`src/hdl/bramFifo_defines.svh`:
```
/*
 * dual-clock BRAM FIFO sizing constants
 * lane geometry, depth, pointer address bits and the default
 * almost-full / almost-empty threshold
 */
`ifndef BRAMFIFO_DEFINES_SVH
`define BRAMFIFO_DEFINES_SVH

// bits in one memory lane
`define LANE_WIDTH 72

// entries per lane
`define FIFO_DEPTH 512
`define ADDR_BITS  9      // log2 of depth without the wrap bit

// five lanes give the 360 bit ceiling
`define MAX_LANES  5

`define DEF_OFFSET 16     // free or used entries that raise the almost flags

`endif

```
`src/hdl/bramFifoPkg.sv`:
```
/*
 * shared types for the dual-clock BRAM FIFO
 * lane word and read / write pointer
 */
`include "bramFifo_defines.svh"

package bramFifoPkg;

    ////////////////////////////////////////////////////////////////////////////
    // payload
    ////////////////////////////////////////////////////////////////////////////

    // one lane worth of data, all lanes carry the same word type
    typedef logic [`LANE_WIDTH-1:0] laneWord_t;

    ////////////////////////////////////////////////////////////////////////////
    // pointers
    ////////////////////////////////////////////////////////////////////////////

    // address plus wrap bit at the top
    // binary inside each domain, gray only on the crossing
    typedef logic [`ADDR_BITS:0] ptr_t;

endpackage

```
`src/hdl/wrPtrCtrl.sv`:
```
/*
 * write pointer and almost-full
 * counts stored words and compares the write pointer against the
 * synchronized read pointer to flag low free space
 */
`timescale 1ns/100ps
`include "bramFifo_defines.svh"

module wrPtrCtrl #(
    parameter int Offset = `DEF_OFFSET      // free entries that raise almostFull
) (
    input  logic              wr_clk,
    input  logic              wr_rst_q,
    input  logic              memWrite,
    input  bramFifoPkg::ptr_t rdPtrSync,    // read pointer, already in this domain
    output bramFifoPkg::ptr_t wrPtr,
    output logic              almostFull
);

    logic              wrapDiff;            // writer is one lap ahead
    bramFifoPkg::ptr_t usedCnt;
    bramFifoPkg::ptr_t freeCnt;

    // occupancy, adds a full depth when the wrap bits differ
    assign wrapDiff = wrPtr[`ADDR_BITS] ^ rdPtrSync[`ADDR_BITS];
    assign usedCnt  = {wrapDiff, wrPtr[`ADDR_BITS-1:0]}
                    - {1'b0, rdPtrSync[`ADDR_BITS-1:0]};
    assign freeCnt  = bramFifoPkg::ptr_t'(`FIFO_DEPTH) - usedCnt;

    // one step per stored word
    always_ff @(posedge wr_clk) begin
        if (wr_rst_q) begin
            wrPtr <= '0;
        end else if (memWrite) begin
            wrPtr <= wrPtr + 1'b1;
        end
    end

    // read pointer lags, so free space is never overstated
    always_ff @(posedge wr_clk) begin
        if (wr_rst_q) begin
            almostFull <= 1'b1;                          // hold off writers
        end else begin
            almostFull <= (int'(freeCnt) <= Offset);
        end
    end

endmodule

```
`config.mk`:
```
export PLATFORM = sky130hd
export DESIGN_NAME = wrPtrCtrl
export DESIGN_NICKNAME = d
export VERILOG_FILES = /design/src/hdl/bramFifoPkg.sv /design/src/hdl/wrPtrCtrl.sv
export VERILOG_INCLUDE_DIRS = /design/src /design/src/hdl
export SDC_FILE = /design/constraint.sdc
export NUM_CORES = 1
export LEC_CHECK = 0
export BUFFER_PORTS_ARGS = -buffer_cell sky130_fd_sc_hd__buf_2
export CAP_MARGIN = 5
export CORE_MARGIN = 1
export CORE_UTILIZATION = 51
export DETAILED_ROUTE_END_ITERATION = 7
export PLACE_DENSITY_LB_ADDON = 0.15
export SLEW_MARGIN = 20
export SYNTH_ARGS = -nofsm -noshare
export SYNTH_HDL_FRONTEND = slang
export SYNTH_SLANG_ARGS = --single-unit
```
`constraint.sdc`:
```
create_clock -name wr_clk -period 2.75 [get_ports wr_clk]
set_input_delay 0.275 -clock wr_clk [delete_from_list [all_inputs] [get_ports wr_clk]]
set_output_delay 0.275 -clock wr_clk [all_outputs]
set_load 0.005 [all_outputs]
```
==> results of run 1 <==
==> routing by layer <==
metal	track usage	wire length, microns	share of wire
met5	0	0	0
met4	0.131	51	0.028
met3	0.0292	61	0.033
met2	0.345	839	0.45
met1	0.288	893	0.48
==> synthesized netlist by cell type, drive strengths merged (2+ instances only) <==
| cell type | n | area, sq um |
|---|---|---|
| o21ai | 7 | 35.0 |
| nand2 | 6 | 22.5 |
| nor2b | 3 | 18.8 |
| a21oi | 3 | 15.0 |
| ha | 10 | 125 |
| and3 | 4 | 25.0 |
| dfxtp | 11 | 220 |
| inv | 11 | 41.3 |
| nor2 | 15 | 56.3 |
| a31oi | 2 | 12.5 |
| nand3 | 3 | 15.0 |
| nand4 | 5 | 31.3 |
| mux2i | 2 | 20.0 |
| a2111oi | 2 | 18.8 |
| xor2 | 3 | 26.3 |
| xnor2 | 10 | 87.6 |
==> area by class of cell <==
type	count	area, sq um	share of cell area
Tap cell	16	20.0	0.0193
Clock buffer	4	26.3	0.0253
Sequential cell	11	220	0.212
Timing Repair Buffer	23	115	0.111
Inverter	11	41.3	0.0398
Multi-Input combinational cell	86	614	0.592
==> flip-flops by register name, summed over array words and instances (netlist names) <==
name and cells:
almostFull 1, wrPtr 10
==> per-stage QoR <==
step | instance area [sq um] | total power [W] | worst slack (ns)
after floorplan | 880 | 0.000237 | 0.723
after global placement | 1010 | 0.000262 | 0.611
after detailed placement | 1010 | 0.000265 | 0.567
after CTS | 1040 | 0.000375 | 0.549
after global routing | 1040 | 0.000397 | 0.357
final | 1040 | 0.000374 | 0.539
==> how the worst max path moves through the flow <==
stage	startpoint	endpoint	slack [ns]
floorplan	wrPtr[0]$_SDFFE_PP0P_	almostFull$_SDFF_PP1_	0.72
global placement	wrPtr[1]$_SDFFE_PP0P_	almostFull$_SDFF_PP1_	0.61
detailed placement	wrPtr[0]$_SDFFE_PP0P_	almostFull$_SDFF_PP1_	0.57
CTS	wrPtr[0]$_SDFFE_PP0P_	almostFull$_SDFF_PP1_	0.55
global route	wrPtr[0]$_SDFFE_PP0P_	almostFull$_SDFF_PP1_	0.36
finish	wrPtr[0]$_SDFFE_PP0P_	almostFull$_SDFF_PP1_	0.54
==> where the power goes <==
part	total [W]	internal, W	leakage [nW]	switching, W
Sequential	0.000171	0.000163	0.0894	0.00000735
Combinational	0.0000905	0.0000441	0.378	0.0000464
Clock	0.000113	0.0000563	0.0150	0.0000566
==> worst reg2reg max path, stage by stage, from the launching register on <==
cell       delay, ns
dfxtp_1         0.39
ha_1            0.25
fa_1            0.40
nor2b_1         0.19
o2111ai_1       0.13
nand2_1         0.15
mux2i_1         0.09
a2111oi_1       0.35
a41o_1          0.21
==> kinds of logic after synthesis <==
group	Yosys count	share of synthesized area
AO/OA/AOI/OAI	21	0.159
AND/OR/NAND/NOR	38	0.209
flip-flops	11	0.250
adder cells (fa/ha/maj)	11	0.165
XOR/XNOR	13	0.129
multiplexers	3	0.0356
buffers and inverters	12	0.0512
==> impl_metrics.ini, run 1 <==
[outcome]
outcome = finished, violations left
violations = design-rule violations

[worst_hold_path]
hold_path_class = in -> reg
min_to = wrPtr[1]$_SDFFE_PP0P_
worstHoldStart = wr_rst_q
whs_path_depth = 2

[final_layout]
final_nets = 160
post_route_cells_drive_above_1_share = 0.200
instances_no_fill = 151
num_antenna_cells = 0
fillerInstances = 142
final_common_cell = buf_2
layout_common_cells = 23 x buf_2, 15 x nor2_1, 11 x inv_1, 11 x dfxtp_1
fin_util = 0.665
area_growth_pct = 17.9

[logic_synthesis]
ys.flop_type = dfxtp_1
synth.yosys.seq_area_share = 0.250
synth_cell_types = 30
synthArstFlopShare = 0
synth_area_sq_um = 880
synth-seq-cells = 11
syn_inst = 109
yosysWarnings = 0
synth_area_per_cell_sq_um = 8.07
synth_edf_count = 0
syn_nets = 133

[sta]
worst_pin_slew_ns = 0.377
period_share = 0.804
clock_skew_ns = 0.00146
finalSetupTns_ns = 0
hold_viol = 0
rsz0062_at_grt = no
max-slew-margin-rel = 0.742
setup_violations = 0
holdWs_ns = 0.314
maxSlewViolCount = 0
max_freq_mhz = 452
layout_min_cycle_time_ns = 2.21

[place]
gp_congestion = 0.852
dp_hpwl_microns = 1470
placedCellCount = 147
port_buffers = 23

[clocking]
cts_setup_buffers = 0
cts_buffer_depth = 2
clock-sinks = 11
cts_tree = yes
cts_root_buf = clkbuf_4
cts_hold_buffers = 0
cts_buffers = 3
cts_resized = 0
clk_pin_slew_ns = 0.07
clock_latency_ns = 0.27
cts_max_level = 1

[critical_path]
r2r_cells = 8
critPathArrivalTime_ns = 2.43
critPathLaunchType = flip-flop
path_depth = 8
reg2reg_from = wrPtr[0]$_SDFFE_PP0P_
end_kind = flip-flop
crit_path_max_incr_delay_ns = 0.40
crit_buf_inv = 0
required_ns = 2.97
cp_cell_sequence = ha_1 > fa_1 > nor2b_1 > o2111ai_1 > nand2_1 > mux2i_1 > a2111oi_1 > a41o_1
critPathSlowestCell = fa_1
cpLargestDelayFamily = compound AO/OA/AOI/OAI gates
r2r_slack_ns = 0.54
reg2reg_to = almostFull$_SDFF_PP1_
path_class = reg -> reg
crit_path_max_fanout = 8

[global_routing]
grt_pass1_wl_microns = 3090
grt_pass1_vias = 747
grt_max_degree = 12
grtUsageTotal = 0.220
grt-ovfl-total = 0
antenna_found_initial = 0

[die]
io_pins = 24
start_util = 0.564
die_h_microns = 43.5
row_count = 14
core_sq_um = 1560
die_w_microns = 43.5
die-area_sq_um = 1890

[pwr]
leakage_nw = 0.482
p_per_area_nw_per_um2 = 361
vdd_drop_max_uv = 291

[detailed_routing]
vias = 826
drc = 2
via_per_inst = 5.47
post_drt_wl_per_cell_microns = 12.2
drtIter0Drc = 18
ant_nets = 0
drt_first_pass_iters = 6
finalWirelength_microns = 1850

[job]
drv_cap = 0
No activity file was read; power rests on OpenSTA's default activity.
==> inputs of run 2 (changes only) <==
- ABC_AREA: default -> 1
- CORE_ASPECT_RATIO: default -> 0.75
- CORE_UTILIZATION: 51 -> 53
- clock period: 2.75 -> 2.1 ns (I/O delays scaled with it)
==> impl_metrics.ini, run 2 <==
[die]
core_sq_um = 1770
start_util = 0.572
die_w_microns = 52.5
die-area_sq_um = 2100
die_h_microns = 39.9
row_count = 13
io_pins = 24

[logic_synthesis]
yosys-top-cells-count = 57 x nand2_1, 32 x inv_1, 14 x nor2_1
synth_edf_count = 0
syn_inst = 170
yosysWarnings = 0
synth_cell_types = 20
synth_area_leaders = dfxtp_1 22%, nand2_1 21%, ha_1 12%
synth_top_area_share = 0.217
synthArstFlopShare = 0
yosysTopAreaCell = dfxtp_1
synth_area_sq_um = 1010
synth.yosys.seq_area_share = 0.217
synth_area_per_cell_sq_um = 5.97
ys.flop_type = dfxtp_1
syn_nets = 194
synth.most_common_cell = nand2_1
synth-seq-cells = 11

[detailed_routing]
drtIter0Drc = 33
finalWirelength_microns = 2370
drc = 0
drt_first_pass_iters = 4
ant_nets = 0
post_drt_wl_per_cell_microns = 10.8
via_per_inst = 5.05
vias = 1107

[worst_hold_path]
hold_path_class = in -> reg
whs_path_depth = 2

[final_layout]
top_regs = wrPtr: 10 flops, almostFull: 1 flops
area_growth_pct = 16.6
post_route_cells_drive_above_1_share = 0.173
final_nets = 222
largest_reg_flops = 10
num_antenna_cells = 0
regMostFlops = wrPtr
layout_common_cells = 57 x nand2_1, 32 x inv_1, 23 x buf_2
final_common_cell = nand2_1
instances_no_fill = 219

[clocking]
cts_resized = 0
cts_tree = yes
clock_latency_ns = 0.28
cts_root_buf = clkbuf_4
cts_hold_buffers = 0
cts_buffer_depth = 2
cts_buffers = 3
cts_setup_buffers = 0
clock-sinks = 11
clk_pin_slew_ns = 0.08
cts_max_level = 1

[job]
drv_cap = 0

[critical_path]
critPathLaunchType = flip-flop
end_kind = flip-flop
cpMostUsedCell = nand2_1
r2r_cells = 14
path_class = reg -> reg
required_ns = 2.32
cpLargestDelayFamily = simple AND/OR/NAND/NOR gates
crit_path_max_incr_delay_ns = 0.41
crit_buf_inv = 2
critPathArrivalTime_ns = 2.09
cp_cell_sequence = inv_1 > ha_1 > nand2_1 > nand2_1 > inv_1 > nand2_1 > nand2_1 > nand2_1 > nand2_1 > nand2_1 > nand2_1 > nor2_1 > nand2_1 > nand2_1
path_depth = 14
critPathSlowestCell = ha_1
crit_path_max_fanout = 6

[outcome]
outcome = complete, no violations

[sta]
max_freq_mhz = 534
worst_pin_slew_ns = 0.352
finalSetupTns_ns = 0
rsz0062_at_grt = no
setup_violations = 0
maxSlewViolCount = 0
layout_min_cycle_time_ns = 1.87
max-slew-margin-rel = 0.765
period_share = 0.892
hold_viol = 0
clock_skew_ns = 0.00757

[global_routing]
grt_max_degree = 10
antenna_found_initial = 0
grt_pass1_vias = 888
grt-ovfl-total = 0
grtUsageTotal = 0.243
grt_pass1_wl_microns = 3490

[pwr]
p_per_area_nw_per_um2 = 428
vdd_drop_max_uv = 403
leakage_nw = 0.651

[place]
port_buffers = 23
dp_hpwl_microns = 1940
placedCellCount = 215
gp_congestion = 0.913
run 2: where the power goes:
group / internal [W] / leakage, nW / switching (W)
combinational: 0.0000560 / 0.546 / 0.0000827
clock: 0.0000737 / 0.0150 / 0.0000760
sequential: 0.000213 / 0.0894 / 0.00000553
run 2: final timing paths:
path	startpoint	end	slack, ns
hold reg to reg	wrPtr[3]$_SDFFE_PP0P_	wrPtr[3]$_SDFFE_PP0P_	0.52
setup / recovery	wrPtr[2]$_SDFFE_PP0P_	almostFull$_SDFF_PP1_	0.23
setup reg to reg	wrPtr[2]$_SDFFE_PP0P_	almostFull$_SDFF_PP1_	0.23
hold / removal	wr_rst_q	wrPtr[1]$_SDFFE_PP0P_	0.11
run 2: cell families (layout without fill, tap and decap cells):
logic type | count (synthesis) | in the layout | synth area share
AND/OR/NAND/NOR | 95 | 95 | 0.411
XOR/XNOR | 2 | 2 | 0.0173
flip-flops | 11 | 11 | 0.217
AO/OA/AOI/OAI | 19 | 19 | 0.0937
adder cells (fa/ha/maj) | 11 | 11 | 0.143
buffers and inverters | 32 | 59 | 0.118
run 2: final cells by class:
type | count | area [sq um]
Sequential cell | 11 | 220
Clock buffer | 4 | 26.3
Inverter | 32 | 120
Timing Repair Buffer | 23 | 115
Tap cell | 22 | 27.5
Multi-Input combinational cell | 127 | 674
Fill cell | 171 | 589
run 2: metrics by stage:
stage | instance area (sq um) | hold slack [ns] | setup slack [ns] | util | power (W)
after floorplan | 1010 | 0.282 | 0.449 | - | 0.000318
after global placement | 1160 | 0.402 | 0.393 | 0.653 | 0.000353
after detailed placement | 1160 | 0.408 | 0.311 | 0.653 | 0.000359
after CTS | 1180 | 0.102 | 0.272 | 0.668 | 0.000512
after global routing | 1180 | 0.106 | 0.0634 | 0.668 | 0.000538
final | 1180 | 0.112 | 0.227 | 0.668 | 0.000507
run 2: metal layers:
| layer | vias up | part of all wire | track usage |
|---|---|---|---|
| li1 | 586 | - | - |
| met1 | 473 | 0.47 | 0.270 |
| met2 | 36 | 0.43 | 0.411 |
| met3 | 12 | 0.050 | 0.0698 |
| met4 | 0 | 0.043 | 0.158 |
| met5 | - | 0 | 0 |
==> inputs of run 3 (changes only) <==
- CELL_PAD_IN_SITES_DETAIL_PLACEMENT: default -> 0
- CELL_PAD_IN_SITES_GLOBAL_PLACEMENT: default -> 1
- CORE_UTILIZATION: 53 -> 35
==> impl_metrics.ini, run 3 (synthesized netlist as in run 2, its figures left out) <==
[die]
io_pins = 24
die_w_microns = 64.2
core_sq_um = 2680
die-area_sq_um = 3120
die_h_microns = 48.6
row_count = 16
start_util = 0.378

[final_layout]
final_common_cell = nand2_1
final_area_sq_um = 1220
num_antenna_cells = 0
post_route_cells_drive_above_1_share = 0.173
largest_reg_flops = 10
top_regs = wrPtr: 10 flops, almostFull: 1 flops
regMostFlops = wrPtr
final_nets = 222
layout_common_cells = 57 x nand2_1, 32 x inv_1, 23 x buf_2
area_growth_pct = 20.2
fillerInstances = 303

[detailed_routing]
ant_nets = 0
drtIter0Drc = 32
finalWirelength_microns = 2400
via_per_inst = 4.64
drt_first_pass_iters = 4
post_drt_wl_per_cell_microns = 10.3
vias = 1081
drc = 0

[sta]
setup_ws_ns = 0.308
hold_viol = 0
max-slew-margin-rel = 0.789
clock_skew_ns = 0.000902
period_share = 0.853
rsz0062_at_grt = no
maxSlewViolCount = 0
finalSetupTns_ns = 0
setup_violations = 0
worst_pin_slew_ns = 0.317
max_freq_mhz = 558
layout_min_cycle_time_ns = 1.79

[pwr]
pwr-share-seq = 0.384
p_clk_frac = 0.376
p_sw_w = 0.000169
leakage_nw = 0.658
p_per_area_nw_per_um2 = 468
intPower_w = 0.000403
pwr-share-comb = 0.240
power_w = 0.000571
switching_share = 0.295
vdd_drop_max_uv = 211

[critical_path]
crit_path_max_incr_delay_ns = 0.33
required_ns = 2.28
end_kind = flip-flop
critPathArrivalTime_ns = 1.97
path_class = reg -> reg
cpMostUsedCell = nand2_1
cp_cell_sequence = inv_1 > ha_1 > a21oi_1 > nor2_1 > nor2_1 > nand2_1 > nand2_1 > nand2_1 > nor2_1 > nand2_1 > nand2_1
r2r_slack_ns = 0.31
crit_path_max_fanout = 5
critPathSlowestCell = ha_1
critPathLaunchType = flip-flop

[global_routing]
grt_max_degree = 10
antenna_found_initial = 0
grt_pass1_vias = 968
grt_pass1_wl_microns = 4110
grt-ovfl-total = 0
grtUsageTotal = 0.168

[clocking]
cts_buffer_depth = 2
cts_resized = 0
cts_tree = yes
cts_hold_buffers = 0
clock_latency_ns = 0.24
clk_pin_slew_ns = 0.05
clock-sinks = 11
cts_root_buf = clkbuf_8
cts_setup_buffers = 0
cts_max_level = 1
cts_buffers = 3

[place]
port_buffers = 23
placedInstanceArea_sq_um = 1170
gp_congestion = 0.822
pre_cts_ws_ns = 0.322
dp_hpwl_microns = 1990

[worst_hold_path]
hold_path_class = in -> reg

[job]
drv_cap = 0

[outcome]
outcome = complete, no violations
## run 3: changes by cell type in the layout (fill, tap and decap cells not counted)
cell	previous run	this run
clkbuf_8	0	3
clkbuf_4	3	0
## run 3: critical path, delay by kind of cell, from the launching register on
family / cells / cell delay, ns
flip-flops: 1 / 0.30
AO/OA/AOI/OAI: 1 / 0.30
buffers and inverters: 1 / 0.18
AND/OR/NAND/NOR: 8 / 0.63
adder cells (fa/ha/maj): 1 / 0.33
## run 3: stage by stage
step / hold slack, ns / utilization / cells
after floorplan: 0.282 / - / 170
after global placement: 0.406 / 0.438 / 229
after detailed placement: 0.405 / 0.438 / 229
after CTS: 0.151 / 0.455 / 233
after global routing: 0.161 / 0.455 / 233
final: 0.155 / 0.455 / 233
## run 3: path summary, 6_finish.rpt
path | from | cells after the start | to
hold reg to reg | wrPtr[3]$_SDFFE_PP0P_ | 1 | wrPtr[3]$_SDFFE_PP0P_
setup / recovery | wrPtr[4]$_SDFFE_PP0P_ | 11 | almostFull$_SDFF_PP1_
setup reg to reg | wrPtr[4]$_SDFFE_PP0P_ | 11 | almostFull$_SDFF_PP1_
hold / removal | wr_rst_q | 2 | wrPtr[1]$_SDFFE_PP0P_
## run 3: cell type report
type,instances,area [sq um],share of cell area
Multi-Input combinational cell,127,674,0.553
Sequential cell,11,220,0.181
Tap cell,36,45.0,0.0369
Timing Repair Buffer,23,115,0.0944
Inverter,32,120,0.0985
Clock buffer,4,45.0,0.0369
## run 3: layer usage
layer	up-vias	GRT usage	wire length, microns
li1	587	-	-
met4	0	0.0222	0
met2	30	0.266	1030
met1	464	0.233	1210
met5	-	0	0
met3	0	0.0448	162
## run 3: power by group through the flow
stage               logic (W)  registers [W]  clock network (W)
floorplan           0.0000949       0.000223                  0
global placement     0.000134       0.000223                  0
detailed placement   0.000136       0.000224                  0
CTS                  0.000137       0.000219           0.000223
global route         0.000161       0.000220           0.000232
finish               0.000137       0.000220           0.000215
