[config.mk]
export PLATFORM = sky130hd
export DESIGN_NAME = writeStage
export DESIGN_NICKNAME = d
export VERILOG_FILES = /design/src/hdl/bramFifoPkg.sv /design/src/hdl/writeStage.sv
export VERILOG_INCLUDE_DIRS = /design/src /design/src/hdl
export SDC_FILE = /design/constraint.sdc
export NUM_CORES = 1
export LEC_CHECK = 0
export BUFFER_PORTS_ARGS = -buffer_cell sky130_fd_sc_hd__clkbuf_2
export CORE_AREA = 2 2 191 193
export CTS_BUF_LIST = sky130_fd_sc_hd__clkbuf_16
export CTS_CLUSTER_DIAMETER = 120
export CTS_CLUSTER_SIZE = 20
export DETAILED_ROUTE_END_ITERATION = 12
export DIE_AREA = 0 0 193 195
export GPL_TIMING_DRIVEN = 1
export MAX_ROUTING_LAYER = met4
export PLACE_DENSITY = 0.47
export SETUP_SLACK_MARGIN = 0.15
export SKIP_LAST_GASP = 1
export SLEW_MARGIN = 15
export SYNTH_ARGS = -nofsm -noshare
export SYNTH_HDL_FRONTEND = slang
export SYNTH_SLANG_ARGS = --single-unit
[constraint.sdc]
create_clock -name wr_clk -period 0.8 [get_ports wr_clk]
set_input_delay 0.04 -clock wr_clk [delete_from_list [all_inputs] [get_ports wr_clk]]
set_output_delay 0.04 -clock wr_clk [all_outputs]
set_load 0.02 [all_outputs]
[src/hdl/bramFifo_defines.svh]
/*
 * dual-clock BRAM FIFO sizing constants
 * lane geometry, depth, pointer address bits and the default
 * almost-full / almost-empty threshold
 */
`ifndef BRAMFIFO_DEFINES_SVH
`define BRAMFIFO_DEFINES_SVH

// bits in one memory lane
`define LANE_WIDTH 72

// entries per lane
`define FIFO_DEPTH 512
`define ADDR_BITS  9      // log2 of depth without the wrap bit

// five lanes give the 360 bit ceiling
`define MAX_LANES  5

`define DEF_OFFSET 16     // free or used entries that raise the almost flags

`endif

[src/hdl/bramFifoPkg.sv]
/*
 * shared types for the dual-clock BRAM FIFO
 * lane word and read / write pointer
 */
`include "bramFifo_defines.svh"

package bramFifoPkg;

    ////////////////////////////////////////////////////////////////////////////
    // payload
    ////////////////////////////////////////////////////////////////////////////

    // one lane worth of data, all lanes carry the same word type
    typedef logic [`LANE_WIDTH-1:0] laneWord_t;

    ////////////////////////////////////////////////////////////////////////////
    // pointers
    ////////////////////////////////////////////////////////////////////////////

    // address plus wrap bit at the top
    // binary inside each domain, gray only on the crossing
    typedef logic [`ADDR_BITS:0] ptr_t;

endpackage

[src/hdl/writeStage.sv]
/*
 * write side input pipeline
 * accepts a word on wrEn while full is low, carries it through two
 * register stages to the lanes and delays almost-full by two cycles
 * so words still in flight have room
 */
`timescale 1ns/100ps
`include "bramFifo_defines.svh"

module writeStage #(
    parameter int Width = 128                           // 1 to 360
) (
    input  logic                                    wr_clk,
    input  logic                                    wr_rst_q,
    input  logic [Width-1:0]                        din,
    input  logic                                    wrEn,
    input  logic                                    almostFull,
    output logic                                    full,
    output bramFifoPkg::laneWord_t [`MAX_LANES-1:0] laneDin,
    output logic                                    memWrite
);

    localparam int PadWidth = `MAX_LANES * `LANE_WIDTH;

    logic [Width-1:0] dinQ;         // stage one data
    logic [Width-1:0] midDin;       // stage two data, goes to the lanes
    logic             validQ;       // stage one valid
    logic             midFull;      // almost-full, one cycle old

    // data stages just follow the valid bits
    always_ff @(posedge wr_clk) begin
        dinQ   <= din;
        midDin <= dinQ;
    end

    // valid pipe, accept only while full is low
    always_ff @(posedge wr_clk) begin
        if (wr_rst_q) begin
            validQ   <= 1'b0;
            memWrite <= 1'b0;
        end else begin
            validQ   <= wrEn & ~full;
            memWrite <= validQ;     // stored two cycles after accept
        end
    end

    // full is almost-full seen two cycles late
    always_ff @(posedge wr_clk) begin
        if (wr_rst_q) begin
            midFull <= 1'b1;
            full    <= 1'b1;
        end else begin
            midFull <= almostFull;
            full    <= midFull;
        end
    end

    assign laneDin = PadWidth'(midDin);  // upper lanes zero padded

endmodule

==> impl_metrics.toml, run 1 <==
[setup_path]
critical_path.slowest_cell = "dfxtp_4"
cp_num_buf_inv = 1
critPathCaptureType = "output pin"
max_stage_delay_ps = 360
start_kind = "flip-flop"
cp.required_ps = 760
path_cells = "buf_8"
path_class = "reg -> out"
critPathMaxFanout = 1
arrival_ps = 980
cp_top_family = "flip-flops"

[sta]
fin_crit_sh_pct = 128
setup_violations = 130
setup_ws_ps = -224
hold_viol = 0
maxSlewViolCount = 0
skew_ps = 14.5
hold_slack_ps = 176
clock.fmax_ghz = 0.976
rsz0062_at_grt = "true"
final.min_clock_period_ps = 1020
tns_ps = -22950

[floorplanning]
die_w_um = 193
initial_core_util_pct = 19.7
coreArea_um2 = 35400
rows = 69
ios = 494
die_area_um2 = 37600
die_h_um = 195

[synth]
syn-instance-count = 497
yosysWarningCount = 0
yosysSeqAreaShare_pct = 74.6
avgSynthCellArea_um2 = 14.0
synth_mux_area_share_pct = 0
synth_area_leaders = "dfxtp_1 (75%), buf_4 (25%), or2_1 (0.18%)"
synth_compound_area_share_pct = 0
synthAdderAreaFrac_pct = 0
ys_seq_elements = 260
synth-xor-area-share_pct = 0
synth_area_um2 = 6980
synth.top_cell.area_share_pct = 74.6
synth-simple-area-share_pct = 0.377
synth.distinct_cells = 6
synth_top_family_by_area = "buffers and inverters"
synth_top_cell_by_area = "dfxtp_1"

[cts]
clk_pin_slew_ps = 80
post_cts_buffers = 0
cts_sinks = 260
cts-root-buf = "clkbuf_16"
cts_buffers = 16
clkLatencyLatePin_ps = 490
cts_tree = "yes"
cts-htree-levels = 1
clk_path_buf_depth = 3

[global_route]
track_usage_pct = 7.41
grt_max_degree = 21
first_global_vias = 3895
antenna_found_initial = 1
grt_overflow = 0
grt_pass1_wl_um = 20800

[power_and_ir_drop]
powerDensity_nw_per_um2 = 2240
leakage_nw = 5.22
peakVddDrop_mv = 1.70

[place]
numPlacedInstances = 1218
place_congestion = 0.718
dpl.hpwl_um = 10400
port_buffers = 261
post-place-ws_ps = 179
placed_cell_area_um2 = 7990

[final_layout]
fillers = 3478
design_area_um2 = 11200
mostFrequentLayoutCells = "conb_1 (232), dlygate4sd3_1 (131), clkbuf_2 (131)"
nets = 1038
final_common_cell = "conb_1"
syn_to_final_growth_pct = 60.4
final_cells = 1367
final_layout_size_suffix_gt1_share_pct = 45.1

[routing]
drc = 0
drt_iter0_drc = 53
routed_via_density = 2.87
wire_per_inst_um = 11.3
ant_nets = 0
firstDrtPassIters = 3
wl_um = 15400
vias = 3921

[job]
drv_cap = 0

[status]
violations = "setup timing"
status = "complete, but fails checks"

[min_path]
hold_path.class = "in -> reg"
-- through the flow --
step / power [mW] / util (%)
3_5_place_dp: 16.2 / 22.6
4_1_cts: 25.5 / 31.1
5_1_grt: 26.4 / 31.6
6_report: 25.1 / 31.6
2_1_floorplan: 16.3 / -
3_3_place_gp: 16.2 / 22.6
-- state kept, by name, summed over array words and instances, names as in the netlist --
| signal | flops |
|---|---|
| full | 1 |
| dinQ | 128 |
| midFull | 1 |
| validQ | 1 |
| midDin | 128 |
| memWrite | 1 |
-- cells by family (layout without fill, tap and decap cells) --
group | after synthesis | in the layout
AND/OR/NAND/NOR | 4 | 4
buffers and inverters | 232 | 409
other | 1 | 233
flip-flops | 260 | 260
-- layout make-up --
cell class                      instances  area (um2)  share of cell area, %
Clock buffer                           17         425                   3.80
Tap cell                              461         577                   5.15
Sequential cell                       260        5370                   48.0
Multi-Input combinational cell        236         897                   8.01
Antenna cell                            1        2.50                 0.0224
Timing Repair Buffer                  392        3920                   35.0
-- what timing repair did --
item	in CTS	in global routing
endpoints found under the setup margin	130	130
gates resized for setup	383	136
hold buffers	131	0
endpoints found under the hold margin	132	0
pin swaps	0	0
-- final timing paths --
path	start	end	slack, ps	depth (start not counted)
max	midDin[32]	laneDin[32]	-220	1
min	din[96]	dinQ[96]	180	2
min reg2reg	dinQ[118]	midDin[118]	330	0
max reg2reg	full	validQ	170	1
-- metal layers --
layer / routed length, um / track usage, % / vias up
li1: - / - / 1851
met1: 5030 / 7.02 / 1801
met2: 8490 / 14.0 / 244
met3: 1420 / 1.96 / 25
met4: 469 / 2.95 / 0
met5: 0 / - / -
-- power breakdown --
group          internal, mW  total [mW]  leakage (nW)  switching (mW)
Clock                  3.78        7.84         0.209            4.06
Sequential             13.7        14.0          2.19           0.325
Combinational          1.50        3.27          2.81            1.77
-- synth_stat cells --
cell type,instances
buf_4,232
nor2b_1,1
dfxtp_1,260
nor3b_1,1
conb_1,1
or2_1,2
(Power assumes the default switching activity.)
==> run 2, diff against run 1 <==
BUFFER_PORTS_ARGS = not set   (was -buffer_cell sky130_fd_sc_hd__clkbuf_2)
CORE_AREA = 2 2 193 195   (was 2 2 191 193)
CTS_BUF_LIST = sky130_fd_sc_hd__clkbuf_2   (was sky130_fd_sc_hd__clkbuf_16)
DIE_AREA = 0 0 195 197   (was 0 0 193 195)
DONT_BUFFER_PORTS = 1   (was not set)
PLACE_DENSITY = 0.34   (was 0.47)
==> run 2 against run 1 <==
Net effect:
- the run now fails in clock tree synthesis
- synthesized area unchanged
- synthesized cell count unchanged
==> impl_metrics.toml, run 2 <==
[cts]
cts-htree-levels = 1
cts_sinks = 260
cts-root-buf = "clkbuf_2"
cts-hold-fix-buffers = 197
post_cts_buffers = 0
cts_buffers = 16
cts-resized-gates = 259
clk_path_buf_depth = 3

[status]
status = "did not finish"
stop_stage = "clock tree synthesis"
stop_error = "[ERROR RSZ-0060] Max buffer count reached."

[place]
placed_cell_area_um2 = 6700
port_buffers = 0
place_congestion = 0.638
dpl.hpwl_um = 8970
numPlacedInstances = 965

[synth]
ys_top_cells_by_count = "dfxtp_1 (260), buf_4 (232), or2_1 (2)"
yosysWarningCount = 0
synth.top_cell.area_share_pct = 74.6
synth_compound_area_share_pct = 0
avgSynthCellArea_um2 = 14.0
synth-simple-area-share_pct = 0.377
synthArstFlopShare_pct = 0
synth.distinct_cells = 6
synth_area_leaders = "dfxtp_1 (75%), buf_4 (25%), or2_1 (0.18%)"
synthMostInstantiatedCell = "dfxtp_1"
synth_mux_area_share_pct = 0
synth_area_um2 = 6980
synth_top_cell_by_area = "dfxtp_1"
ys.flop_type = "dfxtp_1"
yosysSeqAreaShare_pct = 74.6
syn-instance-count = 497
synthAdderAreaFrac_pct = 0
synth_enable_flop_cells = 0
ys_seq_elements = 260
synth_top_family_by_area = "buffers and inverters"
synth-xor-area-share_pct = 0

[floorplanning]
ios = 494
die_h_um = 197
die_w_um = 195
rows = 70
initial_core_util_pct = 19.2
## run 2: kinds of logic after synthesis
| kind of cell | Yosys count |
|---|---|
| buffers and inverters | 232 |
| DFF | 260 |
| and+or+nand+nor | 4 |
| other | 1 |
## run 2: through the flow
stage / setup slack [ps] / util [%] / hold slack (ps)
after floorplan: 187 / - / 67.7
after detailed placement: 210 / 18.5 / 67.8
after global placement: 198 / 18.5 / 67.8
==> run 3, diff against run 2 <==
CORE_AREA = 2 2 191 193   (was 2 2 193 195)
CTS_BUF_LIST = not set   (was sky130_fd_sc_hd__clkbuf_2)
CTS_CLUSTER_DIAMETER = not set   (was 120)
CTS_CLUSTER_SIZE = not set   (was 20)
DIE_AREA = 0 0 193 195   (was 0 0 195 197)
MAX_ROUTING_LAYER = not set   (was met4)
PLACE_DENSITY = not set   (was 0.34)
PLACE_DENSITY_LB_ADDON = 0.15   (was not set)
SETUP_SLACK_MARGIN = not set   (was 0.15)
clock period = 1 ns   (was 0.8 ns; I/O delays follow)
==> run 3 against run 2 <==
Net effect:
- the flow now finishes without violations
==> impl_metrics.toml, run 3 (same netlist as run 1, synthesis figures left out) <==
[power_and_ir_drop]
leakage_nw = 4.00
powerDensity_nw_per_um2 = 2420
total_power_mw = 22.8
peakVddDrop_mv = 1.64

[global_route]
first_global_vias = 3117
grt_pass1_wl_um = 19400
track_usage_pct = 6.96
grt_max_degree = 16
antenna_found_initial = 2
grt_overflow = 0

[final_layout]
final_common_cell = "conb_1"
final_layout_size_suffix_gt1_share_pct = 26.4
syn_to_final_growth_pct = 35.1
fillers = 3586
nets = 789
top_regs = "dinQ x128, midDin x128"
seqCellArea_um2 = 5690
multiInputGateArea_um2 = 897
final_cells = 1142
design_area_um2 = 9430
mostFrequentLayoutCells = "conb_1 (232), dlygate4sd3_1 (131), dfxtp_1 (130), dfxtp_4 (130), clkbuf_16 (29)"

[sta]
setup_ws_ps = 13.6
fin_crit_sh_pct = 98.6
hold_slack_ps = 49.2
maxSlewViolCount = 0
skew_ps = 13.8
final.min_clock_period_ps = 986
clock.fmax_ghz = 1.01
setup_violations = 0
rsz0062_at_grt = "true"
hold_viol = 0

[place]
post-place-ws_ps = 360
dpl.hpwl_um = 10100
placed_cell_area_um2 = 6680
numPlacedInstances = 957
port_buffers = 0
place_congestion = 0.680

[routing]
drc = 0
routed_via_density = 2.65
drt_iter0_drc = 46
wl_um = 14200
wire_per_inst_um = 12.5
vias = 3021
ant_nets = 0
firstDrtPassIters = 3

[cts]
clk_pin_slew_ps = 60
cts_sinks = 260
cts-root-buf = "clkbuf_16"
clk_path_buf_depth = 3
cts_buffers = 28
post_cts_buffers = 0
cts_tree = "yes"
clkLatencyLatePin_ps = 540
cts-htree-levels = 1

[status]
status = "finished, final reports clean"

[floorplanning]
die_area_um2 = 37600
ios = 494
initial_core_util_pct = 19.7
coreArea_um2 = 35400
die_w_um = 193
die_h_um = 195
rows = 69

[setup_path]
arrival_ps = 940
critPathCaptureType = "output pin"
r2r_slack_ps = 370
cp.required_ps = 950
critPathMaxFanout = 1
path_class = "reg -> out"
start_kind = "flip-flop"

[job]
drv_cap = 0

[min_path]
hold_path.class = "in -> reg"
## run 3: area by class of cell
class	instances	share of cell area, %
Antenna cell	2	0.0531
Clock buffer	35	8.26
Clock inverter	17	1.75
Multi-Input combinational cell	236	9.52
Sequential cell	260	60.4
Tap cell	461	6.12
Timing Repair Buffer	131	13.9
## run 3: repair_timing
item / 4_1_cts / 5_1_grt
endpoints found under the setup margin: 130 / 128
endpoints found under the hold margin: 132 / 0
hold buffers: 131 / 0
gates cloned: 0 / 0
gates resized for setup: 260 / 0
## run 3: path summary, 6_finish.rpt
path / startpoint / end / cells after the start
max reg2reg: full / validQ / 1
min reg2reg: dinQ[29] / midDin[29] / 0
min: din[102] / dinQ[102] / 1
max: midDin[74] / laneDin[74] / 0
## run 3: power breakdown
part           internal, mW  leakage, nW  total [mW]  switching [mW]
combinational         0.342         1.31        1.21           0.872
clock                  6.08        0.454        10.3            4.19
sequential             10.8         2.24        11.4           0.566
## run 3: layer usage
| layer | track usage, % | part of all wire (%) | vias to the layer above |
|---|---|---|---|
| met3 | 3.25 | 12 | 28 |
| met2 | 13.8 | 56 | 259 |
| met4 | 3.59 | 3.9 | 0 |
| met1 | 5.40 | 28 | 1350 |
| li1 | - | - | 1384 |
| met5 | 0 | 0 | - |
## run 3: metrics by stage
step | utilization [%] | setup TNS (ps)
2_1_floorplan | - | 0
3_3_place_gp | 18.9 | 0
3_5_place_dp | 18.9 | 0
4_1_cts | 26.6 | -1710
5_1_grt | 26.6 | -1650
6_report | 26.6 | 0
==> run 4, diff against run 3 <==
CORE_AREA = 2 2 193 195   (was 2 2 191 193)
DIE_AREA = 0 0 195 197   (was 0 0 193 195)
==> run 4 against run 3 <==
Net effect:
- the run now ends with setup timing left
- clock power rose by 4%
- clock-buffer cell count increased by 7
- routed wire length is 1.8% higher
- fmax fell by 5.1%
- critical path depth increased by 1
- sequential power about the same
- final cell count is 1.2% higher
- power rose by 1.8%
- largest power group unchanged
==> impl_metrics.toml, run 4 (same netlist as run 1, synthesis figures left out) <==
[status]
status = "complete, but fails checks"
violations = "setup timing"

[final_layout]
final_common_cell = "conb_1"
fillers = 3726
final_util_pct = 26.3
syn_to_final_growth_pct = 36.7
top_regs = "dinQ x128, midDin x128"
final_layout_size_suffix_gt1_share_pct = 26.2
design_area_um2 = 9540
nets = 796
mostFrequentLayoutCells = "conb_1 (232), dlygate4sd3_1 (136), dfxtp_1 (130)"

[floorplanning]
coreArea_um2 = 36300
rows = 70
die_w_um = 195
die_h_um = 197
initial_core_util_pct = 19.2
die_area_um2 = 38400
ios = 494

[setup_path]
cp_top_family = "flip-flops"
critical_path.slowest_cell = "dfxtp_2"
r2r_slack_ps = 390
arrival_ps = 990
worst-path-stages = 1
rr_worst_depth = 1
r2r_start = "midFull"
path_class = "reg -> out"
startpoint = "full"
crit_end = "full"
cp_num_buf_inv = 1
start_kind = "flip-flop"
r2r-end = "full"
max_stage_delay_ps = 330
path_cells = "buf_6"
critPathCaptureType = "output pin"
cp.required_ps = 950
critPathMaxFanout = 2

[cts]
cts_tree = "yes"
post_cts_buffers = 0
cts_buffers = 29
cts-htree-levels = 1
cts_sinks = 260
clkLatencyLatePin_ps = 550
clk_path_buf_depth = 3
clk_pin_slew_ps = 60
cts-root-buf = "clkbuf_16"

[routing]
routed_via_density = 2.65
wire_per_inst_um = 12.5
vias = 3065
drt_iter0_drc = 26
ant_nets = 0
wl_um = 14500
drc = 0
routed.top_layer = "met5"
firstDrtPassIters = 3
dr_wl_met2_um = 8170
met3WireLength_um = 1600
met1Wirelength_um = 4130

[sta]
final.min_clock_period_ps = 1040
hold_viol = 0
fin_crit_sh_pct = 104
skew_ps = 8.33
setup_violations = 1
setup_ws_ps = -38.9
maxSlewViolCount = 0
hold_slack_ps = 44.3
rsz0062_at_grt = "true"
clock.fmax_ghz = 0.963

[global_route]
grt_overflow = 0
antenna_found_initial = 3
first_global_vias = 3089
grt_pass1_wl_um = 19400
grt_max_degree = 15
track_usage_pct = 6.74

[job]
drv_cap = 0

[power_and_ir_drop]
peakVddDrop_mv = 1.25
leakage_nw = 4.06
powerDensity_nw_per_um2 = 2440

[place]
dpl.hpwl_um = 10200
placed_cell_area_um2 = 6700
place_congestion = 0.651
port_buffers = 0

[min_path]
hold_path.class = "in -> reg"
[run 4: changes by cell type in the layout (fill, tap and decap cells not counted), sizes merged]
cell	delta
clkbuf	+7
buf	+1
dlygate4sd3	+5
clkinvlp	-5
inv	-1
[run 4: report_power, final]
part	internal, mW	total (mW)	leakage [nW]	switching (mW)
clock	6.51	10.7	0.493	4.16
sequential	10.8	11.4	2.24	0.564
combinational	0.357	1.23	1.33	0.877
[run 4: layout make-up]
cell class                      instances  area (um2)  area share [%]
Multi-Input combinational cell        236         897            9.41
Tap cell                              468         586            6.14
Timing Repair Buffer                  137        1370            14.4
Antenna cell                            2        5.00          0.0525
Sequential cell                       260        5690            59.7
Clock buffer                           42         865            9.06
Clock inverter                         11         123            1.29
[run 4: metrics by stage]
step | instances | total power [mW] | TNS, ps | worst slack, ps
2_1_floorplan | 728 | 13.1 | 0 | 387
3_3_place_gp | 965 | 12.5 | 0 | 375
3_5_place_dp | 965 | 12.5 | 0 | 401
4_1_cts | 1154 | 23.8 | -3370 | -83.4
5_1_grt | 1156 | 24.2 | -2510 | -89.3
6_report | 1156 | 23.3 | -38.9 | -38.9
[run 4: repair_timing]
item                                    CTS  global route
endpoints found under the setup margin  130           130
gates cloned                              0             0
endpoints found under the hold margin   132             0
resized for setup                       259             1
hold buffers                            136             0
[run 4: worst min-delay path by stage]
stage	from	endpoint	slack [ps]	depth (start not counted)
floorplan	din[0]	dinQ[0]	80	0
global placement	din[33]	dinQ[33]	80	0
detailed placement	din[118]	dinQ[118]	80	0
CTS	din[33]	dinQ[33]	0.7	1
global route	din[1]	dinQ[1]	8	1
finish	din[18]	dinQ[18]	40	1
[run 4: routing by layer]
metal | GRT usage [%] | vias up
met2 | 13.4 | 248
li1 | - | 1396
met4 | 3.19 | 2
met5 | 0 | -
met1 | 5.56 | 1388
met3 | 3.13 | 31
