==> config.mk <==
export PLATFORM = sky130hd
export DESIGN_NAME = rdPtrCtrl
export DESIGN_NICKNAME = d
export VERILOG_FILES = /design/src/hdl/bramFifoPkg.sv /design/src/hdl/rdPtrCtrl.sv
export VERILOG_INCLUDE_DIRS = /design/src /design/src/hdl
export SDC_FILE = /design/constraint.sdc
export NUM_CORES = 1
export LEC_CHECK = 0
export BUFFER_PORTS_ARGS = -buffer_cell sky130_fd_sc_hd__buf_2
export CAP_MARGIN = 0
export CORE_MARGIN = 3
export CORE_UTILIZATION = 47
export CTS_BUF_LIST = sky130_fd_sc_hd__clkbuf_16
export DETAILED_ROUTE_END_ITERATION = 8
export GPL_ROUTABILITY_DRIVEN = 0
export PLACE_DENSITY = 0.77
export SLEW_MARGIN = 20
export SYNTH_ARGS = -nofsm -noshare
export SYNTH_HDL_FRONTEND = slang
export SYNTH_SLANG_ARGS = --single-unit
==> constraint.sdc <==
create_clock -name rdClk -period 2.1 [get_ports rdClk]
set_input_delay 0.105 -clock rdClk [delete_from_list [all_inputs] [get_ports rdClk]]
set_output_delay 0.105 -clock rdClk [all_outputs]
set_load 0.005 [all_outputs]
==> src/hdl/bramFifo_defines.svh <==
/*
 * dual-clock BRAM FIFO sizing constants
 * lane geometry, depth, pointer address bits and the default
 * almost-full / almost-empty threshold
 */
`ifndef BRAMFIFO_DEFINES_SVH
`define BRAMFIFO_DEFINES_SVH

// bits in one memory lane
`define LANE_WIDTH 72

// entries per lane
`define FIFO_DEPTH 512
`define ADDR_BITS  9      // log2 of depth without the wrap bit

// five lanes give the 360 bit ceiling
`define MAX_LANES  5

`define DEF_OFFSET 16     // free or used entries that raise the almost flags

`endif

==> src/hdl/bramFifoPkg.sv <==
/*
 * shared types for the dual-clock BRAM FIFO
 * lane word and read / write pointer
 */
`include "bramFifo_defines.svh"

package bramFifoPkg;

    ////////////////////////////////////////////////////////////////////////////
    // payload
    ////////////////////////////////////////////////////////////////////////////

    // one lane worth of data, all lanes carry the same word type
    typedef logic [`LANE_WIDTH-1:0] laneWord_t;

    ////////////////////////////////////////////////////////////////////////////
    // pointers
    ////////////////////////////////////////////////////////////////////////////

    // address plus wrap bit at the top
    // binary inside each domain, gray only on the crossing
    typedef logic [`ADDR_BITS:0] ptr_t;

endpackage

==> src/hdl/rdPtrCtrl.sv <==
/*
 * read pointer and empty flag
 * pops on rdEn while empty is low, forms raw and almost empty from
 * the synchronized write pointer and paces empty near the bottom
 */
`timescale 1ns/100ps
`include "bramFifo_defines.svh"

module rdPtrCtrl #(
    parameter int Offset = `DEF_OFFSET      // used entries at or below this are almost empty
) (
    input  logic              rdClk,
    input  logic              rdRst,
    input  logic              rdEn,
    input  bramFifoPkg::ptr_t wrPtrSync,    // write pointer, already in this domain
    output bramFifoPkg::ptr_t rdPtr,        // lookahead, the head after this edge
    output logic              empty
);

    bramFifoPkg::ptr_t rdPtrQ;              // current head
    bramFifoPkg::ptr_t usedCnt;
    logic              wrapDiff;
    logic              pop;
    logic              rawEmpty;
    logic              almostEmpty;

    assign pop = rdEn & ~empty;             // rdEn on empty is dropped

    // lanes register their read, so they get the next head address
    assign rdPtr = rdPtrQ + {{`ADDR_BITS{1'b0}}, pop};

    ////////////////////////////////////////////////////////////////////////////
    // occupancy
    ////////////////////////////////////////////////////////////////////////////

    assign wrapDiff    = wrPtrSync[`ADDR_BITS] ^ rdPtrQ[`ADDR_BITS];
    assign usedCnt     = {wrapDiff, wrPtrSync[`ADDR_BITS-1:0]}
                       - {1'b0, rdPtrQ[`ADDR_BITS-1:0]};
    assign rawEmpty    = (usedCnt == '0);
    assign almostEmpty = (int'(usedCnt) <= Offset);

    always_ff @(posedge rdClk) begin
        if (rdRst) rdPtrQ <= '0;
        else       rdPtrQ <= rdPtr;
    end

    ////////////////////////////////////////////////////////////////////////////
    // empty flag
    ////////////////////////////////////////////////////////////////////////////

    // well above the bottom, never empty
    // near the bottom a pop forces one empty cycle so the lane read
    // register can catch up before the next word is offered
    always_ff @(posedge rdClk) begin
        if (rdRst) begin
            empty <= 1'b1;
        end else if (!almostEmpty) begin
            empty <= 1'b0;
        end else if (pop) begin
            empty <= 1'b1;
        end else begin
            empty <= rawEmpty;                  // plain level
        end
    end

endmodule

==> reports/metrics.csv, run 1 <==
stage,metric,value,unit
critical_path,CP Max Fanout,4,
clocking,CTS max path bufs,2,
global_routing,largest net degree at the start of global routing,12,
power,total power,0.681,mW
detailed_routing,Avg WL per Cell,13.2,um
critical_path,Worst Reg-to-Reg Cells,8,
global_routing,global route hottest layer,met2,
detailed_routing,Iter 0 DRT Violations,23,
clocking,clk slew on worst S/H paths,40,ps
floorplan,die height,50.8,um
synthesis,register bit total from synthesis,11,
sta,RSZ-0062 raised after global routing,true,
synthesis,Compound-Gate Fraction of Synth Area,0.187,
sta,Final Max Tran Viols,0,
floorplan,die area,2580,um^2
detailed_routing,First-pass DRT Iterations,4,
critical_path,"Arr. time, crit path",2120,ps
critical_path,CP endpoint kind,flip-flop,
placed_design,port bufs,23,
detailed_routing,via count,891,
power,power per standard cell area,537,nW/um^2
critical_path,CP cell instances,inv_1 -> ha_1 -> or2_2 -> a21oi_1 -> a21oi_1 -> a21oi_1 -> xor2_1 -> a31o_1,
hold_path,HP Class,in -> reg,
clocking,Post-CTS Hold Fix Bufs,0,
synthesis,Synth Area in Simple Gates,0.244,
sta,Achievable Freq,502,MHz
synthesis,Post-synth EDFFs,0,
clocking,Clock Sink Count,11,
detailed_routing,Routed WL,2230,um
synthesis,register area share after synthesis,0.234,
synthesis,post-synthesis instance total,114,
sta,clk_skew,0.999,ps
global_routing,antenna violations before repair,0,
global_routing,met3 Use GR,0.0475,
critical_path,slowest CP cell,dfxtp_1,
floorplan,area of the core,1800,um^2
critical_path,most used cell along the critical path,a21oi_1,
power,Pleak,0.552,nW
placed_design,HPWL after DPL,1700,um
placed_design,pre-CTS setup slack,75.5,ps
global_routing,GR Util met2,0.339,
run,Max-Cap Viols,0,
global_routing,GRT Total Usage,0.183,
critical_path,Worst path max stage delay,380,ps
synthesis,ys async rst share,0,
global_routing,met1 Resource Use GR,0.206,
synthesis,post-synth top area share,0.234,
detailed_routing,vias per cell,5.27,
synthesis,"Distinct cells, synth",34,
finish,final instance area,1270,um^2
critical_path,Worst setup SP type,flip-flop,
clocking,H-Tree Depth,1,
floorplan,Initial Util,0.523,
critical_path,Critical Path RT,2220,ps
synthesis,Synthesis Warnings,0,
sta,# setup viols final,0,
sta,Hold Slack,189,ps
global_routing,vias in the first global route,902,
clocking,TritonCTS clock tree,done,
global_routing,first-pass GRT wire length,3670,um
clocking,later-pin clock latency in the skew report,230,ps
sta,Final min period,1990,ps
synthesis,"top cells by area, synth","dfxtp_1, ha_1, xnor2_1",
synthesis,Post-Syn Area,942,um^2
sta,Final Hold Viols,0,
finish,fin util,0.703,
finish,"Area growth, synth to finish",34.5,%
detailed_routing,# DRC,0,
clocking,total CTS buffers,3,
floorplan,num rows,15,
global_routing,grt ovf,0,
sta,Worst slew margin,0.788,
synthesis,xor/xnor cell area share of the yosys netlist,0.112,
finish,number of diodes,0,
synthesis,Main synth FF type,dfxtp_1,
status,status,finished clean,
synthesis,leading area contributor after synthesis,dfxtp_1,
placed_design,area post-placement,1110,um^2
sta,Final WS setup,106,ps
synthesis,syn avg cell area,8.26,um^2
synthesis,mux cell area share after synthesis,0.0212,
synthesis,Synth Area in Adders,0.146,
clocking,clock root cell,clkbuf_16,
critical_path,WS Path Type,reg -> reg,
floorplan,die width,50.8,um
synthesis,largest family of logic cells by synthesized area,simple AND/OR/NAND/NOR gates,
floorplan,Ports,24,
finish,Final #Nets,169,
power,Peak VDD IR,0.573,mV
sta,Worst Max-Slew Pin Slew,316,ps
detailed_routing,Final ANT Viol Nets,0,
finish,share of layout cells above drive strength 1,0.326,
sta,Final period util,0.949,
synthesis,syn nets,138,
hold_path,worst hold stages,2,
layout make-up:
class | count | area [um^2]
repair buffers | 27 | 145
inverters | 13 | 48.8
well taps | 25 | 31.3
multi-input cells | 89 | 743
clock buffers | 3 | 75.1
flip-flops and latches | 11 | 220
clock inverters | 1 | 3.75
fillers | 147 | 534
sequential cells by signal (all words and copies together) (netlist names):
name	flops
empty	1
rdPtrQ	10
power by group:
group / leakage, nW / switching (mW) / internal (mW)
clock: 0.0423 / 0.0819 / 0.249
combinational: 0.421 / 0.0679 / 0.0661
sequential: 0.0892 / 0.00284 / 0.214
worst paths after layout:
path              startpoint        end  slack [ps]
setup / recovery   rdPtrQ[4]      empty         110
hold / removal         rdRst  rdPtrQ[5]         190
setup reg to reg   rdPtrQ[4]      empty         110
hold reg to reg    rdPtrQ[6]  rdPtrQ[8]         620
metal layers:
| metal | part of all wire | vias to the layer above |
|---|---|---|
| met5 | 0 | - |
| met4 | 0.013 | 0 |
| met3 | 0.043 | 4 |
| met2 | 0.51 | 21 |
| met1 | 0.44 | 409 |
| li1 | - | 457 |
layout by cell type, fill, tap and decap left out, types with 2 or more instances in the layout:
master      n
buf_2      23
o21a_1      2
mux2i_1     2
nand4_1     2
inv_1      12
nand2b_4    2
ha_1        7
buf_4       4
nand3_1     6
nand2_1     4
xnor2_1    10
a21oi_1     6
clkbuf_16   3
a21o_1      2
inv_2       2
ha_4        2
nor2_1      5
ha_2        2
nor2b_1    13
or2_2       2
o21ai_0     3
dfxtp_1    11
xor2_1      2
synth_stat cells (2+ instances only):
cell	count
nor2b_1	13
inv_1	12
dfxtp_1	11
ha_1	11
xnor2_1	10
nand3_1	7
a21oi_1	6
nor2_1	5
nand2_1	4
o21ai_0	3
a211oi_1	2
a21o_1	2
mux2i_1	2
nand4_1	2
nor3_1	2
o21a_1	2
or2_2	2
xor2_1	2
kinds of logic after synthesis:
family | Yosys count
compound gates | 24
buf+inv | 14
simple gates | 40
xor+xnor | 12
mux | 2
fa+ha+maj | 11
flops | 11
stage by stage:
stage               TNS (ps)  std cells
floorplan                  0        114
global placement           0        164
detailed placement         0        164
CTS                        0        169
global route           -38.2        169
finish                     0        169
timing repair:
action	in CTS	in global routing
pin swaps	1	2
endpoints found under the setup margin	3	4
gates resized for setup	6	7
buffers inserted	1	0
hold endpoints to repair	0	0
critical path, delay by kind of cell, from the launching register on:
kind | cells | cell delay [ps]
adder cells (fa/ha/maj) | 1 | 350
AND/OR/NAND/NOR | 1 | 300
XOR/XNOR | 1 | 80
flip-flops | 1 | 380
AO/OA/AOI/OAI | 4 | 650
buffers and inverters | 1 | 110
No activity file was read; power rests on OpenSTA's default activity.
==> inputs of run 2 (changes only) <==
--- a/config.mk
+++ b/config.mk
@@ -8,8 +8,10 @@
 export LEC_CHECK = 0
 export BUFFER_PORTS_ARGS = -buffer_cell sky130_fd_sc_hd__buf_2
 export CAP_MARGIN = 0
+export CELL_PAD_IN_SITES_DETAIL_PLACEMENT = 1
+export CELL_PAD_IN_SITES_GLOBAL_PLACEMENT = 2
 export CORE_MARGIN = 3
-export CORE_UTILIZATION = 47
+export CORE_UTILIZATION = 27
 export CTS_BUF_LIST = sky130_fd_sc_hd__clkbuf_16
 export DETAILED_ROUTE_END_ITERATION = 8
 export GPL_ROUTABILITY_DRIVEN = 0
==> run 2 against run 1 <==
Against the previous run: sequential power hardly changed; first-iteration DRC count is 30% lower; fmax is 0.92% lower; die area is 64% higher; global-route usage is 5.5 points lower; register-to-register slack worse by 20 ps; critical path type unchanged; largest cell class unchanged; highest routed layer is now met3.
==> reports/metrics.csv, run 2 (synthesis results as in run 1) <==
stage,metric,value,unit,change
status,status,finished clean,,
clocking,H-Tree Depth,1,,unchanged
floorplan,die height,65.1,um,+28%
critical_path,r2r startpoint,rdPtrQ[2],,
finish,Multi-input gate area,742,um^2,-0.17%
sta,Hold Slack,189,ps,+0.583 ps
clocking,total CTS buffers,3,,unchanged
critical_path,CP endpoint kind,flip-flop,,
detailed_routing,via count,940,,+5.5%
hold_path,hold_sp,rdRst,,
detailed_routing,Routed WL,2560,um,+15%
floorplan,Initial Util,0.296,,-0.226
critical_path,Worst setup SP type,flip-flop,,
finish,"commonest non-fill, non-tap cell in the layout",buf_2,,
sta,Worst Max-Slew Pin Slew,311,ps,-5.10 ps
critical_path,Worst path max stage delay,540,ps,+160 ps
placed_design,area post-placement,1150,um^2,+3.5%
global_routing,GRT Total Usage,0.128,,-0.0552
clocking,clk slew on worst S/H paths,40,ps,about the same
floorplan,die width,65.1,um,+28%
global_routing,antenna violations before repair,0,,unchanged
critical_path,CP cell instances,inv_1 -> ha_1 -> or4_4 -> o311ai_2 -> nand3_1 -> a211oi_2 -> a31o_1,,
floorplan,die area,4230,um^2,+64%
critical_path,CP Max Fanout,4,,unchanged
floorplan,Ports,24,,unchanged
sta,Achievable Freq,497,MHz,-0.92%
run,Max-Cap Viols,0,,unchanged
critical_path,"Arr. time, crit path",2190,ps,+70 ps
hold_path,worst hold stages,2,,unchanged
detailed_routing,Final ANT Viol Nets,0,,unchanged
finish,Fillers,383,,+160%
clocking,later-pin clock latency in the skew report,240,ps,about the same
global_routing,first-pass GRT wire length,4270,um,+16%
finish,"non-filler cells, final",190,,+12%
detailed_routing,Iter 0 DRT Violations,16,,-30%
placed_design,Cells after DPL,185,,+13%
finish,final instance area,1310,um^2,+3.0%
floorplan,area of the core,3180,um^2,+76%
floorplan,num rows,20,,+5
sta,# setup viols final,0,,unchanged
power,total power,0.690,mW,+1.3%
global_routing,largest net degree at the start of global routing,12,,unchanged
detailed_routing,vias per cell,4.95,,-6.2%
detailed_routing,First-pass DRT Iterations,4,,unchanged
clocking,Clock Sink Count,11,,unchanged
placed_design,port bufs,23,,unchanged
critical_path,slowest CP cell,or4_4,,
sta,Fin Setup TNS,0,ps,unchanged
sta,Final min period,2010,ps,+18.5 ps
global_routing,vias in the first global route,1006,,+12%
finish,"Area growth, synth to finish",38.5,%,
power,power per standard cell area,529,nW/um^2,-1.6%
power,Peak VDD IR,0.424,mV,-26%
global_routing,grt ovf,0,,unchanged
clocking,TritonCTS clock tree,done,,
power,Pleak,0.567,nW,+2.7%
critical_path,flop2flop setup slack,90,ps,-20 ps
finish,share of layout cells above drive strength 1,0.363,,+0.0366
finish,storage element area,220,um^2,unchanged
sta,Worst slew margin,0.791,,+0.00343
sta,clk_skew,1.73,ps,+0.736 ps
finish,"Most flops, register",rdPtrQ,,
placed_design,HPWL after DPL,2070,um,+22%
sta,Final Hold Viols,0,,unchanged
sta,Final Max Tran Viols,0,,unchanged
finish,Largest regs,"rdPtrQ (10), empty (1)",,
finish,number of diodes,0,,unchanged
detailed_routing,Avg WL per Cell,13.5,um,+1.9%
hold_path,worst hold endpoint,rdPtrQ[0],,
clocking,Post-CTS Hold Fix Bufs,0,,unchanged
hold_path,HP Class,in -> reg,,
critical_path,Critical Path RT,2280,ps,+60 ps
clocking,clock root cell,clkbuf_16,,
critical_path,WS Path Type,reg -> reg,,
detailed_routing,# DRC,0,,unchanged
critical_path,worst reg2reg path endpoint,empty,,
finish,Final #Nets,171,,+1.2%
finish,most frequent cells in the layout,"buf_2, inv_1, nor2b_1, dfxtp_1, xnor2_1",,
sta,Final period util,0.958,,+0.00881
critical_path,Worst Reg-to-Reg Cells,7,,-1
finish,max reg flops,10,,unchanged
clocking,CTS max path bufs,2,,unchanged
## run 2: where the power goes
| part | total [mW] | internal, mW | leakage, nW | switching [mW] |
|---|---|---|---|---|
| Clock | 0.340 | 0.250 | 0.0423 | 0.0903 |
| Combinational | 0.134 | 0.0656 | 0.436 | 0.0680 |
| Sequential | 0.216 | 0.213 | 0.0892 | 0.00298 |
| Total | 0.690 | 0.529 | 0.567 | 0.161 |
## run 2: metal layers
metal,global-route usage,part of all wire,up-vias,wire length [um]
li1,-,-,465,-
met1,0.155,0.46,456,1170
met2,0.232,0.50,19,1280
met3,0.0277,0.042,0,107
met4,0.0233,0,0,0
met5,0,0,-,0
## run 2: repair_timing
action                     CTS  global route
buffers inserted             1             0
cloned                       0             0
setup endpoints to repair    3             4
gates resized for setup      7             9
pin swaps                    2             1
## run 2: critical path: cells and delay by family (launching register included)
family / cells / cell delay [ps]
fa+ha+maj: 1 / 330
flops: 1 / 320
compound gates: 3 / 600
buf+inv: 1 / 50
simple gates: 2 / 660
## run 2: worst max-delay path by stage
stage | from | slack [ps] | endpoint
final | rdPtrQ[2] | 90 | empty
after global routing | rdPtrQ[7] | -40 | empty
after CTS | empty | 9 | rdPtr[8]
after detailed placement | empty | 70 | rdPtr[8]
after global placement | rdPtrQ[1] | 130 | empty
after floorplan | rdPtrQ[2] | 110 | empty
## run 2: metrics by stage
| stage | utilization | worst slack [ps] |
|---|---|---|
| after CTS | 0.397 | 8.51 |
| final | 0.411 | 87.8 |
| after global placement | 0.361 | 129 |
| after detailed placement | 0.361 | 67.4 |
| after global routing | 0.411 | -44.7 |
| after floorplan | - | 105 |
## run 2: layout make-up
cell class | instances | share of cell area
Tap cell | 44 | 0.0422
Inverter | 13 | 0.0374
Clock buffer | 3 | 0.0575
Timing Repair Buffer | 29 | 0.123
Sequential cell | 11 | 0.169
Clock inverter | 1 | 0.00288
Multi-Input combinational cell | 89 | 0.569
==> inputs of run 3 (changes only) <==
--- a/config.mk
+++ b/config.mk
@@ -16,6 +16,8 @@
 export DETAILED_ROUTE_END_ITERATION = 8
 export GPL_ROUTABILITY_DRIVEN = 0
 export PLACE_DENSITY = 0.77
+export RECOVER_POWER = 100
+export SKIP_LAST_GASP = 1
 export SLEW_MARGIN = 20
 export SYNTH_ARGS = -nofsm -noshare
 export SYNTH_HDL_FRONTEND = slang
==> run 3 against run 2 <==
Against the previous run: combinational power about the same; die area unchanged; flip-flop and latch count unchanged; sequential power about the same; clock power about the same; critical endpoint unchanged; via count decreased by 0.21%; hold slack about the same; utilization decreased by 0.20 points; final cell count unchanged; sequential share of layout area increased by 0.081 points.
==> reports/metrics.csv, run 3 (synthesis results as in run 1) <==
stage,metric,value,unit,change
status,status,finished clean,,
clocking,CTS max path bufs,2,,unchanged
detailed_routing,First-pass DRT Iterations,4,,unchanged
finish,fin util,0.409,,-0.00197
global_routing,met3 Use GR,0.0277,,unchanged
critical_path,Worst setup SP type,flip-flop,,
sta,clk_skew,1.83,ps,+0.0930 ps
floorplan,die width,65.1,um,unchanged
clocking,later-pin clock latency in the skew report,240,ps,about the same
detailed_routing,Iter 0 DRT Violations,17,,+1
placed_design,port bufs,23,,unchanged
floorplan,area of the core,3180,um^2,unchanged
global_routing,met1 Resource Use GR,0.155,,unchanged
clocking,clock root cell,clkbuf_16,,
floorplan,Ports,24,,unchanged
sta,# setup viols final,0,,unchanged
sta,Final Hold Viols,0,,unchanged
clocking,Clock Sink Count,11,,unchanged
detailed_routing,# DRC,0,,unchanged
detailed_routing,via count,938,,-0.21%
finish,max reg flops,10,,unchanged
finish,"Area growth, synth to finish",37.8,%,
critical_path,slowest CP cell,or4_4,,
floorplan,die height,65.1,um,unchanged
clocking,total CTS buffers,3,,unchanged
floorplan,num rows,20,,unchanged
detailed_routing,Final ANT Viol Nets,0,,unchanged
sta,Achievable Freq,497,MHz,about the same
critical_path,CP Max Fanout,4,,unchanged
detailed_routing,vias per cell,4.94,,-0.21%
finish,final instance area,1300,um^2,-0.48%
detailed_routing,Avg WL per Cell,13.5,um,about the same
global_routing,largest net degree at the start of global routing,12,,unchanged
sta,Worst Max-Slew Pin Slew,311,ps,+0.000238 ps
finish,Final #Nets,171,,unchanged
critical_path,WS Path Type,reg -> reg,,
placed_design,HPWL after DPL,2070,um,unchanged
global_routing,grt ovf,0,,unchanged
clocking,Post-CTS Hold Fix Bufs,0,,unchanged
finish,"Most flops, register",rdPtrQ,,
placed_design,pre-CTS setup slack,67.4,ps,unchanged
floorplan,Initial Util,0.296,,unchanged
finish,share of layout cells above drive strength 1,0.336,,-0.0274
critical_path,Worst Reg-to-Reg Cells,7,,unchanged
clocking,H-Tree Depth,1,,unchanged
critical_path,CP endpoint kind,flip-flop,,
global_routing,global route hottest layer,met2,,
sta,Final Max Tran Viols,0,,unchanged
sta,Worst slew margin,0.791,,unchanged
global_routing,GR Util met2,0.232,,unchanged
hold_path,HP Class,in -> reg,,
finish,most frequent cells in the layout,"buf_2, inv_1, nor2b_1, dfxtp_1, xnor2_1",,
run,Max-Cap Viols,0,,unchanged
power,Pleak,0.556,nW,-1.9%
sta,Final WS setup,87.8,ps,-0.00600 ps
global_routing,vias in the first global route,1006,,unchanged
critical_path,CP cell instances,inv_1 -> ha_1 -> or4_4 -> o311ai_2 -> nand3_1 -> a211oi_2 -> a31o_1,,
global_routing,first-pass GRT wire length,4270,um,unchanged
power,power per standard cell area,531,nW/um^2,+0.45%
hold_path,worst hold stages,2,,unchanged
finish,number of diodes,0,,unchanged
clocking,clk slew on worst S/H paths,40,ps,about the same
finish,Largest regs,"rdPtrQ (10), empty (1)",,
global_routing,GRT Total Usage,0.128,,unchanged
finish,"commonest non-fill, non-tap cell in the layout",buf_2,,
critical_path,Worst path max stage delay,540,ps,about the same
sta,Final min period,2010,ps,+0.00600 ps
detailed_routing,Routed WL,2560,um,about the same
clocking,TritonCTS clock tree,done,,
floorplan,die area,4230,um^2,unchanged
power,Peak VDD IR,0.424,mV,about the same
sta,Final period util,0.958,,about the same
critical_path,flop2flop setup slack,90,ps,about the same
critical_path,Critical Path RT,2280,ps,about the same
placed_design,area post-placement,1150,um^2,unchanged
critical_path,"Arr. time, crit path",2190,ps,about the same
global_routing,antenna violations before repair,0,,unchanged
==> run 3: cell types whose count changed in the layout (fill, tap and decap cells not counted) <==
cell	previous run	this run
buf_2	23	19
clkbuf_1	0	3
clkbuf_2	0	1
ha_1	6	7
ha_2	4	3
==> run 3: final cells by class <==
| class | count | area, um^2 |
|---|---|---|
| flip-flops and latches | 11 | 220 |
| well taps | 44 | 55.1 |
| clock inverters | 1 | 3.75 |
| repair buffers | 29 | 156 |
| fillers | 383 | 1880 |
| clock buffers | 3 | 75.1 |
| inverters | 13 | 48.8 |
| multi-input cells | 89 | 739 |
==> run 3: report_power, final <==
group | switching [mW] | internal, mW
logic | 0.0679 | 0.0651
registers | 0.00298 | 0.213
clock network | 0.0906 | 0.250
total | 0.162 | 0.528
==> run 3: per-stage QoR <==
step	std cells	TNS [ps]	hold slack, ps	power, mW
final	190	0	190	0.690
after global routing	190	-81.4	225	0.729
after CTS	190	0	200	0.694
after detailed placement	185	0	445	0.347
after global placement	185	0	436	0.340
after floorplan	114	0	177	0.304
==> run 3: worst paths after layout <==
| path | start | endpoint |
|---|---|---|
| min | rdRst | rdPtrQ[0] |
| min reg2reg | rdPtrQ[9] | rdPtrQ[9] |
| max reg2reg | rdPtrQ[2] | empty |
| max | rdPtrQ[2] | empty |
==> run 3: what timing repair did <==
action,CTS,global route
setup buffers,1,0
pin swaps,2,1
gates resized for setup,7,9
hold endpoints to repair,0,0
setup endpoints to repair,3,4
gates cloned,0,0
==> run 3: layer usage <==
layer | part of all wire | vias to the layer above
met1 | 0.45 | 455
li1 | - | 464
met4 | 0 | 0
met3 | 0.043 | 0
met2 | 0.50 | 19
met5 | 0 | -
==> run 3: worst max-delay path: cells and delay by family (launching register included) <==
family / cells / cell delay (ps)
AND/OR/NAND/NOR: 2 / 660
adder cells (fa/ha/maj): 1 / 330
buffers and inverters: 1 / 50
AO/OA/AOI/OAI: 3 / 600
flip-flops: 1 / 320
